**config.mk**
```make
export PLATFORM = sky130hd
export DESIGN_NAME = mycpu_top
export DESIGN_NICKNAME = d
export VERILOG_FILES = /design/src/cpu_pkg.sv /design/src/bus_pkg.sv /design/src/if_stage.sv /design/src/id_stage.sv /design/src/regfile.sv /design/src/exe_stage.sv /design/src/mem_stage.sv /design/src/wb_stage.sv /design/src/mycpu_top.sv
export SDC_FILE = /design/constraint.sdc
export NUM_CORES = 2
export LEC_CHECK = 0
export BUFFER_PORTS_ARGS = -buffer_cell sky130_fd_sc_hd__buf_2
export CORE_MARGIN = 2
export CORE_UTILIZATION = 30
export CTS_CLUSTER_DIAMETER = 80
export DETAILED_ROUTE_END_ITERATION = 10
export HOLD_SLACK_MARGIN = 0.05
export PLACE_DENSITY = 0.48
export SETUP_SLACK_MARGIN = 0.02
export SYNTH_ARGS = -nofsm -noshare
export SYNTH_HDL_FRONTEND = slang
export SYNTH_SLANG_ARGS = --single-unit
export TNS_END_PERCENT = 1
```
**constraint.sdc**
```tcl
create_clock -name clk -period 15.11 [get_ports clk]
set_clock_uncertainty 0.2 [all_clocks]
set_input_delay 1.511 -clock clk [delete_from_list [all_inputs] [get_ports clk]]
set_output_delay 1.511 -clock clk [all_outputs]
set_load 0.005 [all_outputs]
```
**src/cpu_pkg.sv**
```systemverilog
package cpu_pkg;

    // datapath width, also the address width
    localparam int XLEN    = 32;

    // general register file geometry
    localparam int REG_NUM = 32;
    localparam int REG_AW  = 5;

    // add.w is matched on inst[31:15]
    localparam logic [16:0] OP_ADD_W  = 17'h0_0020;

    // addi.w, ld.w and st.w are matched on inst[31:22]
    localparam logic [9:0]  OP_ADDI_W = 10'h00a;
    localparam logic [9:0]  OP_LD_W   = 10'h0a2;
    localparam logic [9:0]  OP_ST_W   = 10'h0a6;

    // beq is matched on inst[31:26]
    localparam logic [5:0]  OP_BEQ    = 6'h16;

endpackage

```
**src/bus_pkg.sv**
```systemverilog
package bus_pkg;

    // pc and instruction word
    localparam int FS_DS_W = 2 * cpu_pkg::XLEN;
    // pc, src1, src2, store data, dest, load, store, write enable
    localparam int DS_ES_W = 4 * cpu_pkg::XLEN + cpu_pkg::REG_AW + 3;
    // pc, result, dest, load, write enable
    localparam int ES_MS_W = 2 * cpu_pkg::XLEN + cpu_pkg::REG_AW + 2;
    // pc, final data, dest, write enable
    localparam int MS_WS_W = 2 * cpu_pkg::XLEN + cpu_pkg::REG_AW + 1;
    // taken flag and target
    localparam int BR_W    = cpu_pkg::XLEN + 1;
    // write enable, register number, data
    localparam int RF_W    = 1 + cpu_pkg::REG_AW + cpu_pkg::XLEN;

endpackage

```
**src/if_stage.sv**
```systemverilog
`timescale 1ns/10ps

module if_stage #(
    parameter logic [cpu_pkg::XLEN-1:0] RESET_PC = 32'h0000_0000
) (
    input  logic                        clk,
    input  logic                        arst_n,
    input  logic                        ds_allowin,
    input  logic [bus_pkg::BR_W-1:0]    br_bus,
    output logic                        fs_to_ds_valid,
    output logic [bus_pkg::FS_DS_W-1:0] fs_to_ds_bus,
    output logic                        inst_sram_en,
    output logic [cpu_pkg::XLEN-1:0]    inst_sram_addr,
    input  logic [cpu_pkg::XLEN-1:0]    inst_sram_rdata
);

    logic                     fs_valid;
    logic                     fs_allowin;
    logic                     br_taken;
    logic                     inst_buf_valid;
    logic [cpu_pkg::XLEN-1:0] br_target;
    logic [cpu_pkg::XLEN-1:0] fs_pc;
    logic [cpu_pkg::XLEN-1:0] nextpc;
    logic [cpu_pkg::XLEN-1:0] fs_inst;
    logic [cpu_pkg::XLEN-1:0] inst_buf;

    assign {br_taken, br_target} = br_bus;

    // the request for nextpc goes out while fs_pc is still the previous one
    assign nextpc         = br_taken ? br_target : fs_pc + 32'd4;
    assign fs_allowin     = !fs_valid || ds_allowin;
    assign inst_sram_en   = fs_allowin;
    assign inst_sram_addr = nextpc;

    // the word after a taken beq is dropped here
    assign fs_to_ds_valid = fs_valid && !br_taken;
    assign fs_to_ds_bus   = {fs_pc, fs_inst};

    always_ff @(posedge clk or negedge arst_n) begin
        if (!arst_n) begin
            fs_valid <= 1'b0;
            fs_pc    <= RESET_PC - 32'd4;
        end else if (fs_allowin) begin
            fs_valid <= 1'b1;
            fs_pc    <= nextpc;
        end
    end

    // keep the fetched word while decode stalls, the sram is not re-read
    always_ff @(posedge clk or negedge arst_n) begin
        if (!arst_n) begin
            inst_buf_valid <= 1'b0;
        end else if (fs_allowin) begin
            inst_buf_valid <= 1'b0;
        end else begin
            inst_buf_valid <= 1'b1;
        end
    end

    always_ff @(posedge clk) begin
        if (!fs_allowin && !inst_buf_valid) begin
            inst_buf <= inst_sram_rdata;
        end
    end

    assign fs_inst = inst_buf_valid ? inst_buf : inst_sram_rdata;

    // branch targets from decode must stay on word boundaries too
    a_pc_aligned: assert property (@(posedge clk) disable iff (!arst_n)
        inst_sram_en |-> inst_sram_addr[1:0] == 2'b00);

endmodule

```
**src/id_stage.sv**
```systemverilog
`timescale 1ns/10ps

module id_stage (
    input  logic                        clk,
    input  logic                        arst_n,
    input  logic                        es_allowin,
    input  logic                        fs_to_ds_valid,
    input  logic [bus_pkg::FS_DS_W-1:0] fs_to_ds_bus,
    input  logic [cpu_pkg::REG_AW-1:0]  es_dest,
    input  logic [cpu_pkg::REG_AW-1:0]  ms_dest,
    output logic                        ds_allowin,
    output logic                        ds_to_es_valid,
    output logic [bus_pkg::DS_ES_W-1:0] ds_to_es_bus,
    output logic [bus_pkg::BR_W-1:0]    br_bus,
    output logic [cpu_pkg::REG_AW-1:0]  rf_raddr1,
    output logic [cpu_pkg::REG_AW-1:0]  rf_raddr2,
    input  logic [cpu_pkg::XLEN-1:0]    rf_rdata1,
    input  logic [cpu_pkg::XLEN-1:0]    rf_rdata2
);

    logic                        ds_valid;
    logic [bus_pkg::FS_DS_W-1:0] ds_bus_r;
    logic [cpu_pkg::XLEN-1:0]    ds_pc;
    logic [cpu_pkg::XLEN-1:0]    ds_inst;
    logic [cpu_pkg::REG_AW-1:0]  rd;
    logic [cpu_pkg::REG_AW-1:0]  rj;
    logic [cpu_pkg::REG_AW-1:0]  rk;
    logic [cpu_pkg::REG_AW-1:0]  dest;
    logic [11:0]                 si12;
    logic [15:0]                 offs16;
    logic                        inst_add_w;
    logic                        inst_addi_w;
    logic                        inst_ld_w;
    logic                        inst_st_w;
    logic                        inst_beq;
    logic                        src1_used;
    logic                        src2_used;
    logic                        gr_we;
    logic                        ds_stall;
    logic                        ds_ready_go;
    logic                        br_taken;
    logic [cpu_pkg::XLEN-1:0]    src2;
    logic [cpu_pkg::XLEN-1:0]    br_target;

    assign {ds_pc, ds_inst} = ds_bus_r;

    assign rd     = ds_inst[4:0];
    assign rj     = ds_inst[9:5];
    assign rk     = ds_inst[14:10];
    assign si12   = ds_inst[21:10];
    assign offs16 = ds_inst[25:10];

    assign inst_add_w  = ds_inst[31:15] == cpu_pkg::OP_ADD_W;
    assign inst_addi_w = ds_inst[31:22] == cpu_pkg::OP_ADDI_W;
    assign inst_ld_w   = ds_inst[31:22] == cpu_pkg::OP_LD_W;
    assign inst_st_w   = ds_inst[31:22] == cpu_pkg::OP_ST_W;
    assign inst_beq    = ds_inst[31:26] == cpu_pkg::OP_BEQ;

    // port 2 reads rk for add.w, rd for st.w data and beq
    assign rf_raddr1 = rj;
    assign rf_raddr2 = inst_add_w ? rk : rd;
    assign src1_used = inst_add_w || inst_addi_w || inst_ld_w || inst_st_w || inst_beq;
    assign src2_used = inst_add_w || inst_st_w || inst_beq;

    // r0 destinations are turned into non-writing ops right here
    assign gr_we = (inst_add_w || inst_addi_w || inst_ld_w) && rd != '0;
    assign dest  = gr_we ? rd : '0;
    assign src2  = inst_add_w ? rf_rdata2 : {{20{si12[11]}}, si12};

    // no forwarding, wait until the producer reaches writeback
    assign ds_stall = ds_valid && (
        (src1_used && rf_raddr1 != '0 && (rf_raddr1 == es_dest || rf_raddr1 == ms_dest)) ||
        (src2_used && rf_raddr2 != '0 && (rf_raddr2 == es_dest || rf_raddr2 == ms_dest)));
    assign ds_ready_go    = !ds_stall;
    assign ds_allowin     = !ds_valid || (ds_ready_go && es_allowin);
    assign ds_to_es_valid = ds_valid && ds_ready_go;

    assign br_target = ds_pc + {{14{offs16[15]}}, offs16, 2'b00};
    assign br_taken  = ds_valid && inst_beq && ds_ready_go && es_allowin
                       && rf_rdata1 == rf_rdata2;
    assign br_bus    = {br_taken, br_target};

    assign ds_to_es_bus = {ds_pc, rf_rdata1, src2, rf_rdata2, dest,
                           inst_ld_w, inst_st_w, gr_we};

    always_ff @(posedge clk or negedge arst_n) begin
        if (!arst_n) begin
            ds_valid <= 1'b0;
        end else if (ds_allowin) begin
            ds_valid <= fs_to_ds_valid;
        end
    end

    always_ff @(posedge clk) begin
        if (fs_to_ds_valid && ds_allowin) begin
            ds_bus_r <= fs_to_ds_bus;
        end
    end

    // producers drain from execute and memory, so a stall ends within two cycles
    a_stall_bounded: assert property (@(posedge clk) disable iff (!arst_n)
        (ds_stall && $past(ds_stall)) |=> !ds_stall);

endmodule

```
**src/regfile.sv**
```systemverilog
`timescale 1ns/10ps

module regfile (
    input  logic                       clk,
    input  logic                       arst_n,
    input  logic [bus_pkg::RF_W-1:0]   rf_bus,
    input  logic [cpu_pkg::REG_AW-1:0] raddr1,
    input  logic [cpu_pkg::REG_AW-1:0] raddr2,
    output logic [cpu_pkg::XLEN-1:0]   rdata1,
    output logic [cpu_pkg::XLEN-1:0]   rdata2
);

    logic [cpu_pkg::XLEN-1:0]   rf [cpu_pkg::REG_NUM];
    logic                       we;
    logic [cpu_pkg::REG_AW-1:0] waddr;
    logic [cpu_pkg::XLEN-1:0]   wdata;

    assign {we, waddr, wdata} = rf_bus;

    always_ff @(posedge clk or negedge arst_n) begin
        if (!arst_n) begin
            for (int i = 0; i < cpu_pkg::REG_NUM; i++) begin
                rf[i] <= '0;
            end
        end else if (we && waddr != '0) begin
            rf[waddr] <= wdata;
        end
    end

    // write-first, so decode sees a same-cycle writeback
    assign rdata1 = (raddr1 == '0) ? '0 : (we && waddr == raddr1) ? wdata : rf[raddr1];
    assign rdata2 = (raddr2 == '0) ? '0 : (we && waddr == raddr2) ? wdata : rf[raddr2];

endmodule

```
**src/exe_stage.sv**
```systemverilog
`timescale 1ns/10ps

module exe_stage (
    input  logic                        clk,
    input  logic                        arst_n,
    input  logic                        ms_allowin,
    input  logic                        ds_to_es_valid,
    input  logic [bus_pkg::DS_ES_W-1:0] ds_to_es_bus,
    output logic                        es_allowin,
    output logic                        es_to_ms_valid,
    output logic [bus_pkg::ES_MS_W-1:0] es_to_ms_bus,
    output logic [cpu_pkg::REG_AW-1:0]  es_dest,
    output logic                        data_sram_en,
    output logic [3:0]                  data_sram_we,
    output logic [cpu_pkg::XLEN-1:0]    data_sram_addr,
    output logic [cpu_pkg::XLEN-1:0]    data_sram_wdata
);

    logic                        es_valid;
    logic                        es_mem_go;
    logic [bus_pkg::DS_ES_W-1:0] es_bus_r;
    logic [cpu_pkg::XLEN-1:0]    es_pc;
    logic [cpu_pkg::XLEN-1:0]    es_src1;
    logic [cpu_pkg::XLEN-1:0]    es_src2;
    logic [cpu_pkg::XLEN-1:0]    es_st_data;
    logic [cpu_pkg::XLEN-1:0]    es_result;
    logic [cpu_pkg::REG_AW-1:0]  es_dest_r;
    logic                        es_load;
    logic                        es_store;
    logic                        es_gr_we;

    assign {es_pc, es_src1, es_src2, es_st_data, es_dest_r,
            es_load, es_store, es_gr_we} = es_bus_r;

    // single cycle stage, always ready to go
    assign es_allowin     = !es_valid || ms_allowin;
    assign es_to_ms_valid = es_valid;

    // one adder for add.w, addi.w and the load/store address
    assign es_result    = es_src1 + es_src2;
    assign es_to_ms_bus = {es_pc, es_result, es_dest_r, es_load, es_gr_we};
    assign es_dest      = (es_valid && es_gr_we) ? es_dest_r : '0;

    // access only when the op actually moves into memory
    assign es_mem_go       = es_to_ms_valid && ms_allowin;
    assign data_sram_en    = es_mem_go && (es_load || es_store);
    assign data_sram_we    = (es_mem_go && es_store) ? 4'hf : 4'h0;
    assign data_sram_addr  = es_result;
    assign data_sram_wdata = es_st_data;

    always_ff @(posedge clk or negedge arst_n) begin
        if (!arst_n) begin
            es_valid <= 1'b0;
        end else if (es_allowin) begin
            es_valid <= ds_to_es_valid;
        end
    end

    always_ff @(posedge clk) begin
        if (ds_to_es_valid && es_allowin) begin
            es_bus_r <= ds_to_es_bus;
        end
    end

endmodule

```
**src/mem_stage.sv**
```systemverilog
`timescale 1ns/10ps

module mem_stage (
    input  logic                        clk,
    input  logic                        arst_n,
    input  logic                        ws_allowin,
    input  logic                        es_to_ms_valid,
    input  logic [bus_pkg::ES_MS_W-1:0] es_to_ms_bus,
    input  logic [cpu_pkg::XLEN-1:0]    data_sram_rdata,
    output logic                        ms_allowin,
    output logic                        ms_to_ws_valid,
    output logic [bus_pkg::MS_WS_W-1:0] ms_to_ws_bus,
    output logic [cpu_pkg::REG_AW-1:0]  ms_dest
);

    logic                        ms_valid;
    logic [bus_pkg::ES_MS_W-1:0] ms_bus_r;
    logic [cpu_pkg::XLEN-1:0]    ms_pc;
    logic [cpu_pkg::XLEN-1:0]    ms_result;
    logic [cpu_pkg::XLEN-1:0]    ms_final;
    logic [cpu_pkg::REG_AW-1:0]  ms_dest_r;
    logic                        ms_load;
    logic                        ms_gr_we;

    assign {ms_pc, ms_result, ms_dest_r, ms_load, ms_gr_we} = ms_bus_r;

    // single cycle stage, always ready to go
    assign ms_allowin     = !ms_valid || ws_allowin;
    assign ms_to_ws_valid = ms_valid;

    // load data arrives the cycle after the request in execute
    assign ms_final     = ms_load ? data_sram_rdata : ms_result;
    assign ms_to_ws_bus = {ms_pc, ms_final, ms_dest_r, ms_gr_we};
    assign ms_dest      = (ms_valid && ms_gr_we) ? ms_dest_r : '0;

    always_ff @(posedge clk or negedge arst_n) begin
        if (!arst_n) begin
            ms_valid <= 1'b0;
        end else if (ms_allowin) begin
            ms_valid <= es_to_ms_valid;
        end
    end

    always_ff @(posedge clk) begin
        if (es_to_ms_valid && ms_allowin) begin
            ms_bus_r <= es_to_ms_bus;
        end
    end

endmodule

```
**src/wb_stage.sv**
```systemverilog
`timescale 1ns/10ps

module wb_stage (
    input  logic                        clk,
    input  logic                        arst_n,
    input  logic                        ms_to_ws_valid,
    input  logic [bus_pkg::MS_WS_W-1:0] ms_to_ws_bus,
    output logic                        ws_allowin,
    output logic [bus_pkg::RF_W-1:0]    rf_bus,
    output logic [cpu_pkg::XLEN-1:0]    debug_wb_pc,
    output logic [3:0]                  debug_wb_rf_we,
    output logic [cpu_pkg::REG_AW-1:0]  debug_wb_rf_wnum,
    output logic [cpu_pkg::XLEN-1:0]    debug_wb_rf_wdata
);

    logic                        ws_valid;
    logic                        rf_we;
    logic [bus_pkg::MS_WS_W-1:0] ws_bus_r;
    logic [cpu_pkg::XLEN-1:0]    ws_pc;
    logic [cpu_pkg::XLEN-1:0]    ws_final;
    logic [cpu_pkg::REG_AW-1:0]  ws_dest;
    logic                        ws_gr_we;

    assign {ws_pc, ws_final, ws_dest, ws_gr_we} = ws_bus_r;

    // last stage, nothing downstream can hold it
    assign ws_allowin  = 1'b1;

    assign rf_we  = ws_valid && ws_gr_we && ws_dest != '0;
    assign rf_bus = {rf_we, ws_dest, ws_final};

    // trace mirrors the register write exactly
    assign debug_wb_pc       = ws_pc;
    assign debug_wb_rf_we    = {4{rf_we}};
    assign debug_wb_rf_wnum  = ws_dest;
    assign debug_wb_rf_wdata = ws_final;

    always_ff @(posedge clk or negedge arst_n) begin
        if (!arst_n) begin
            ws_valid <= 1'b0;
        end else if (ws_allowin) begin
            ws_valid <= ms_to_ws_valid;
        end
    end

    always_ff @(posedge clk) begin
        if (ms_to_ws_valid && ws_allowin) begin
            ws_bus_r <= ms_to_ws_bus;
        end
    end

    // decode already drops r0 writes, so no trace write can name r0
    a_no_r0_write: assert property (@(posedge clk) disable iff (!arst_n)
        (ws_valid && ws_gr_we) |-> ws_dest != '0);

endmodule

```
**src/mycpu_top.sv**
```systemverilog
`timescale 1ns/10ps

module mycpu_top #(
    parameter logic [cpu_pkg::XLEN-1:0] RESET_PC = 32'h0000_0000
) (
    input  logic        clk,
    input  logic        arst_n,
    // inst sram
    output logic        inst_sram_en,
    output logic [3:0]  inst_sram_we,
    output logic [31:0] inst_sram_addr,
    output logic [31:0] inst_sram_wdata,
    input  logic [31:0] inst_sram_rdata,
    // data sram
    output logic        data_sram_en,
    output logic [3:0]  data_sram_we,
    output logic [31:0] data_sram_addr,
    output logic [31:0] data_sram_wdata,
    input  logic [31:0] data_sram_rdata,
    // writeback trace
    output logic [31:0] debug_wb_pc,
    output logic [ 3:0] debug_wb_rf_we,
    output logic [ 4:0] debug_wb_rf_wnum,
    output logic [31:0] debug_wb_rf_wdata
);

    logic                        ds_allowin;
    logic                        es_allowin;
    logic                        ms_allowin;
    logic                        ws_allowin;
    logic                        fs_to_ds_valid;
    logic                        ds_to_es_valid;
    logic                        es_to_ms_valid;
    logic                        ms_to_ws_valid;
    logic [bus_pkg::FS_DS_W-1:0] fs_to_ds_bus;
    logic [bus_pkg::DS_ES_W-1:0] ds_to_es_bus;
    logic [bus_pkg::ES_MS_W-1:0] es_to_ms_bus;
    logic [bus_pkg::MS_WS_W-1:0] ms_to_ws_bus;
    logic [bus_pkg::BR_W-1:0]    br_bus;
    logic [bus_pkg::RF_W-1:0]    rf_bus;
    logic [cpu_pkg::REG_AW-1:0]  es_dest;
    logic [cpu_pkg::REG_AW-1:0]  ms_dest;
    logic [cpu_pkg::REG_AW-1:0]  rf_raddr1;
    logic [cpu_pkg::REG_AW-1:0]  rf_raddr2;
    logic [cpu_pkg::XLEN-1:0]    rf_rdata1;
    logic [cpu_pkg::XLEN-1:0]    rf_rdata2;

    // instruction side is read only
    assign inst_sram_we    = 4'h0;
    assign inst_sram_wdata = '0;

    if_stage #(.RESET_PC(RESET_PC)) if_stage (.*);

    id_stage id_stage (.*);

    regfile regfile (
        .clk    (clk      ),
        .arst_n (arst_n   ),
        .rf_bus (rf_bus   ),
        .raddr1 (rf_raddr1),
        .raddr2 (rf_raddr2),
        .rdata1 (rf_rdata1),
        .rdata2 (rf_rdata2)
    );

    exe_stage exe_stage (.*);

    mem_stage mem_stage (.*);

    wb_stage wb_stage (.*);

endmodule

```
Word level (Yosys, flattened, before mapping)
Index checks and enable logic that the tools add are counted.

$add $sub $neg: 3. $mul: 0. Div/mod/pow operators: 0. $lt $le $gt $ge: 4. Equality and inequality tests: 12. Shift-type cells: 0. Mux-type cells: 22. Bitwise gates (word level): 3. Reduce and logical (&&, ||, !) cells: 47.

Operators with widths (number): 1024-bit bitwise mux (1); 32-bit 2-to-1 mux (13); 32-bit binary-select mux with 5-bit select (2); 32-bit demux with 5-bit select (1); 32-bit adder (2); 32-bit by 3-bit adder with 32-bit output, second input constant (1); 32-bit equality test (1); 5-bit equality test (6); 1-bit logical AND (23); 10-bit by 8-bit equality test with 1-bit output, second input constant (2); 5-bit nonzero test (4); 6-bit >= comparator, second input constant (3); 5-bit NOT with 6-bit output (3); 17-bit by 6-bit equality test with 1-bit output, second input constant (1); 5-bit 2-to-1 mux (3); 1-bit logical OR (12); 10-bit by 4-bit equality test with 1-bit output, second input constant (1); 5-bit logical NOT (2); 6-bit by 5-bit equality test with 1-bit output, second input constant (1); 1-bit logical NOT (6); 6-bit by 1-bit less-than comparator with 1-bit output, second input constant (1); 4-bit 2-to-1 mux (1); 1-bit 2-to-1 mux (1).

Register bits after elaboration: 1435. Bits in latches: 0. Bits in writable memories: 0. ROM bits: 0. Input port bits: 66. Output and inout bits: 211. Word-level logic and storage cells: 136. Memories kept: 0.

Depth between registers and ports, before layout
Depth in word-level cells: 15. Depth in mapped cells: 22.

By module
A second synthesis with hierarchy kept.

Cell total of the unflattened synthesis: 5626. Area total of the unflattened synthesis: 77459.3 um^2.

By module, submodules not included: regfile (times used 1, cells each 3792, area each 54798.8 um^2, sequential area each 25624.6 um^2); exe_stage (times used 1, cells each 490, area each 6807.8 um^2, sequential area each 4108.9 um^2); id_stage (times used 1, cells each 543, area each 5385.2 um^2, sequential area each 1946.9 um^2); if_stage (times used 1, cells each 424, area each 4169.0 um^2, sequential area each 1849.3 um^2); mem_stage (times used 1, cells each 154, area each 3036.7 um^2, sequential area each 2157.1 um^2); wb_stage (times used 1, cells each 186, area each 2987.9 um^2, sequential area each 2127.0 um^2); mycpu_top (times used 1, cells each 37, area each 274.0 um^2, sequential area each 0.0 um^2).

Worst setup path before layout
Ideal clock, no wire load.

Kind: reg-to-output. Start point: register exe_stage.es_valid (netlist: exe_stage.es_to_ms_valid). End point: output port inst_sram_addr[24]. Arrival: 7.956 ns. Required time: 13.399 ns. Path slack: 5.443 ns. Stages on the path, launching flop included: 15. Path buffers: 3. Cells stage by stage: dfrtp_1 -> and2_1 -> clkbuf_1 -> o21ai_0 -> and3_1 -> a211oi_1 -> o41a_1 -> o311a_1 -> o311a_1 -> and4_1 -> and4_1 -> nand4_1 -> buf_4 -> buf_2 -> mux2_1.

Longest elaborated chain between the ends: 11. Elaborated cells on any way between the ends: 14. Those cells by class: eq/ne: 2; mux: 2; reduce/logical: 10.

Ends and longest elaborated chain: from (decl) (RTL line exe_stage.sv:19) `logic es_valid;`; from (signal assigned) (RTL line exe_stage.sv:55) `es_valid <= ds_to_es_valid;`; 1-bit logical AND * (RTL line exe_stage.sv:42) `assign es_dest = (es_valid && es_gr_we) ? es_dest_r : '0;`; 5-bit 2-to-1 mux * (RTL line exe_stage.sv:42); 5-bit equality test (on tied branches) (RTL line id_stage.sv:72, id_stage.sv:73); 1-bit logical OR (on tied branches) (RTL line id_stage.sv:72, id_stage.sv:73); 1-bit logical AND (on tied branches) (RTL line id_stage.sv:72, id_stage.sv:73); 1-bit logical OR * (RTL line id_stage.sv:72) `(src1_used && rf_raddr1 != '0 && (rf_raddr1 == es_dest || rf_raddr1 == ms_dest)) ||`; 1-bit logical AND * (RTL line id_stage.sv:71) `assign ds_stall = ds_valid && (`; 1-bit logical NOT * (RTL line id_stage.sv:74) `assign ds_ready_go = !ds_stall;`; 1-bit logical AND * (RTL line id_stage.sv:79) `assign br_taken = ds_valid && inst_beq && ds_ready_go && es_allowin`; 1-bit logical AND * (RTL line id_stage.sv:80) `&& rf_rdata1 == rf_rdata2;`; 32-bit 2-to-1 mux * (RTL line if_stage.sv:30) `assign nextpc = br_taken ? br_target : fs_pc + 32'd4;`; to (decl) (RTL line mycpu_top.sv:11) `output logic [31:0] inst_sram_addr,`.

Every way passes the cells marked *; elsewhere a longest branch is shown, timed or not.

Worst setup path after layout
Start point: register id_stage.ds_bus_r[25] (netlist bit). End point: output port inst_sram_addr[24].

Longest elaborated chain between the ends: 13. Elaborated cells on any way between the ends: 36. Those cells by class: add/sub: 1; eq/ne: 8; mux: 7; bitwise: 1; reduce/logical: 19.

Ends and longest elaborated chain: from (decl) (RTL line id_stage.sv:22) `logic [bus_pkg::FS_DS_W-1:0] ds_bus_r;`; from (signal assigned) (RTL line id_stage.sv:96) `ds_bus_r <= fs_to_ds_bus;`; parallel branches: the longest is 12 deep, another holds 32-bit binary-select mux with 5-bit select; 32-bit 2-to-1 mux * (RTL line if_stage.sv:30).

Mark *: on every way between the ends. The select of a mux whose other input is x is not followed.

==> flow_summary_export.csv <==
group,metric,value,unit
critical_path,endpoint_kind,"output port",
critical_path,worstPathRequired,13.40,ns
global_routing,grt_util_all_layers,0.250,
clocking,clk_path_buf_depth,3,
flow_run,cap_violations,0,
clocking,cts_tree,"done",
clocking,clock_latency,0.84,ns
sta,hold_violations,0,
logic_synthesis,synth-seq-cells,1435,
floorplan,start_util,0.301,
floorplan,io_pins,277,
power,power_density,134,nW/um^2
placed_design,port_buffers,240,
critical_path,cp_common_cell,"buf_4",
critical_path,start_kind,"flop",
power,pwr-share-seq,0.441,
logic_synthesis,ys.flop_type,"dfrtp_1",
sta,final.setup.tns,0,ns
floorplan,core_area,262000,um^2
power,clkPwrFrac,0.350,
global_routing,grt_pass1_wl,474000,um
layout,area_delta_synth_final,11.9,%
critical_path,r2r_cells,19,
layout,nets,6531,
drt,dr.first_iter.drc_count,8222,
sta,worst_pin_slew,1.45,ns
clocking,cts_setup_buffers,0,
global_routing,overflow,0,
drt,drc,0,
logic_synthesis,avgSynthCellArea,12.1,um^2
logic_synthesis,yosysUniqueCellTypes,100,
logic_synthesis,yosysTopAreaCellShare,0.328,
critical_path,critical_path.top_delay_family,"buffers and inverters",
logic_synthesis,synth-edff-count,373,
power,p_comb_frac,0.209,
min_path,hold_path_depth,0,
global_routing,grt_max_degree,100,
layout,design_area,88100,um^2
critical_path,cp.arrival,8.91,ns
drt,via_count,60156,
logic_synthesis,syn_inst,6520,
logic_synthesis,synth_area_leaders,"dfrtp_1 33%, mux2_2 15%, edfxtp_1 14%",
sta,drv_slew,0,
power,peakVddDrop,0.114,mV
clocking,clkSlewWorstSetupHoldPaths,0.06,ns
placed_design,placedInstanceArea,82600,um^2
critical_path,crit_chain,"nor4_4 > and4_2 > buf_4 > nand3_4 > nand2_8 > buf_4 > buf_4 > mux2i_1 > a32oi_1 > nand4_1 > o32ai_1 > o21ai_0 > a21o_1 > o2111a_1 > nand4_1 > buf_4 > mux2_1 > buf_2",
power,p_leak,37.5,nW
placed_design,dp_worst_setup_slack,5.49,ns
critical_path,path_buf_inv,5,
min_path,min_from,"regfile.rf[1021]$_DFFE_PN0P_",
placed_design,place_congestion,0.965,
sta,whs,0.192,ns
critical_path,timing.rr.end,"id_stage.ds_bus_r[16]$_DFFE_PP_",
critical_path,r2r_start,"id_stage.ds_bus_r[25]$_DFFE_PP_",
drt,finalWirelength,341000,um
sta,finalSetupViolations,0,
sta,max_slew_margin,0.0304,
drt,ant_nets,0,
floorplan,die_x,516,um
power,netSwitchingFraction,0.310,
global_routing,antenna_found_initial,32,
floorplan,die_area,266000,um^2
min_path,whs_endpoint,"regfile.rf[1021]$_DFFE_PN0P_",
critical_path,r2r_setup_slack,5.86,ns
power,p_int,8.14,mW
logic_synthesis,synth_area,78700,um^2
clocking,cts_resized,0,
sta,period_needed,10.62,ns
global_routing,grt_pass1_vias,58135,
clocking,cts-root-buf,"clkbuf_16",
logic_synthesis,synth_top_area_cell,"dfrtp_1",
run_status,status,"complete, no violations",
logic_synthesis,yosysWarnings,0,
sta,timing.final.ws_setup,4.49,ns
clocking,cts_hold_buf,0,
drt,wl_per_cell,33.9,um
clocking,htree_levels,4,
floorplan,die_h,516,um
drt,via_per_inst,5.98,
sta,post-route-period-util,0.703,
placed_design,dp_hpwl,211000,um
clocking,cts.sink_count,1435,
layout,drive_gt1_frac,0.327,
drt,first_pass_iters,6,
power,p_switching,3.65,mW
critical_path,critPathKind,"flop to output port",
critical_path,cp_slowest_cell,"nand2_8",
sta,rsz0062_at_grt,"false",
floorplan,num_rows,188,
logic_synthesis,ys_seq_area_frac,0.480,
sta,fmax,94.2,MHz
logic_synthesis,synthArstFlopShare,0.740,
clocking,cts_buffers,163,
critical_path,max_stage_delay,0.80,ns
critical_path,cp_max_fo,94,
min_path,min_path_type,"flop to flop",
## cells in the final DEF (no fill, tap or decap), drive strengths merged, types with 21 or more instances in the layout
master and count:
xnor2 70, a311oi 21, and2 30, o22ai 33
nand2b 68, o22a 23, xor2 34, nor2 196
nor2b 27, inv 78, mux2 1038, clkinv 44
clkbuf 241, mux4 273, nor4 27, o21ai 228
nand3 124, conb 37, buf 455, a21o 42
a31oi 54, nor3 61, a2111oi 27, a32oi 49
a21oi 133, mux2i 218, dfstp 30, a22oi 84
dfrtp 1032, ha 61, a211oi 246, a221oi 43
and4 27, and3 213, nand2 530, edfxtp 373
nand4 39
## sequential cells by signal, indices dropped and copies added (netlist names), 32 cells and up
signal              count
exe_stage.es_bus_r    136
id_stage.ds_bus_r      64
if_stage.fs_pc         32
if_stage.inst_buf      32
mem_stage.ms_bus_r     71
regfile.rf           1024
wb_stage.ws_bus_r      70
## kinds of logic after synthesis
group	share of synthesized area
compound gates	0.103
xor+xnor	0.0116
fa+ha+maj	0.0102
buf+inv	0.0531
flops	0.480
mux	0.254
other cells	0.0000954
simple gates	0.0875
## synth_stat cells, drive strengths merged, types with 12 or more instances
cell type	count
clkbuf	394
and3	213
nand4	39
mux2i	218
nor2b	27
mux2	1038
ha	61
o21a	12
nand3	124
nand2	530
buf	379
and2	30
xor2	34
a311oi	21
and4	27
o22ai	33
a32oi	49
a21oi	133
a221oi	43
nor2	196
nor4	27
a31oi	54
or3	12
o21ai	228
a21o	42
a211oi	246
a22oi	84
edfxtp	373
a22o	14
mux4	273
inv	72
dfrtp	1032
nand2b	68
dfstp	30
o22a	23
xnor2	70
o211ai	16
nor3	61
a2111oi	27
## worst register-to-register path: cells and delay by family (launching register included)
kind	cells	cell delay, ns
compound gates	5	1.63
mux	1	0.22
flops	1	0.76
buf+inv	5	3.20
simple gates	8	2.82
## stage by stage
stage,power (mW),cells,utilization
2_1_floorplan,6.72,6555,-
3_3_place_gp,7.60,9752,0.316
4_1_cts,11.8,10056,0.337
5_1_grt,12.2,10057,0.337
6_report,11.8,10061,0.337
3_5_place_dp,7.65,9752,0.316
## how the worst max path moves through the flow
stage / start / to / slack, ns / cells past startpoint
5_1_grt: id_stage.ds_bus_r[25]$_DFFE_PP_ / inst_sram_addr[23] / 4.25 / 18
4_1_cts: id_stage.ds_bus_r[25]$_DFFE_PP_ / inst_sram_addr[10] / 4.59 / 18
3_3_place_gp: id_stage.ds_bus_r[25]$_DFFE_PP_ / inst_sram_addr[27] / 5.60 / 18
6_report: id_stage.ds_bus_r[25]$_DFFE_PP_ / inst_sram_addr[24] / 4.49 / 18
2_1_floorplan: exe_stage.es_to_ms_valid$_DFF_PN0_ / inst_sram_addr[24] / 5.44 / 14
3_5_place_dp: id_stage.ds_bus_r[25]$_DFFE_PP_ / inst_sram_addr[10] / 5.49 / 18
## per-layer routing
layer / track usage / wire (um) / up-vias
met4: 0.100 / 15800 / 26
li1: - / - / 24142
met2: 0.372 / 147000 / 3620
met1: 0.341 / 142000 / 31586
met5: 0 / 160 / -
met3: 0.0706 / 35900 / 782
## cell type report
cell class,instances,area (um^2)
Inverter,73,274
Antenna cell,5,12.5
Multi-Input combinational cell,4274,37200
Fill cell,25969,173000
Sequential cell,1435,37800
Clock buffer,241,4790
Timing Repair Buffer,455,2880
Tap cell,3515,4400
Clock inverter,63,698
## power by group through the flow
stage | Combinational [mW] | Clock, mW | Sequential, mW
5_1_grt | 2.60 | 4.35 | 5.26
3_5_place_dp | 2.41 | 0 | 5.24
2_1_floorplan | 1.67 | 0 | 5.05
3_3_place_gp | 2.38 | 0 | 5.22
4_1_cts | 2.42 | 4.19 | 5.17
6_report | 2.46 | 4.13 | 5.19
(Power assumes the default switching activity.)
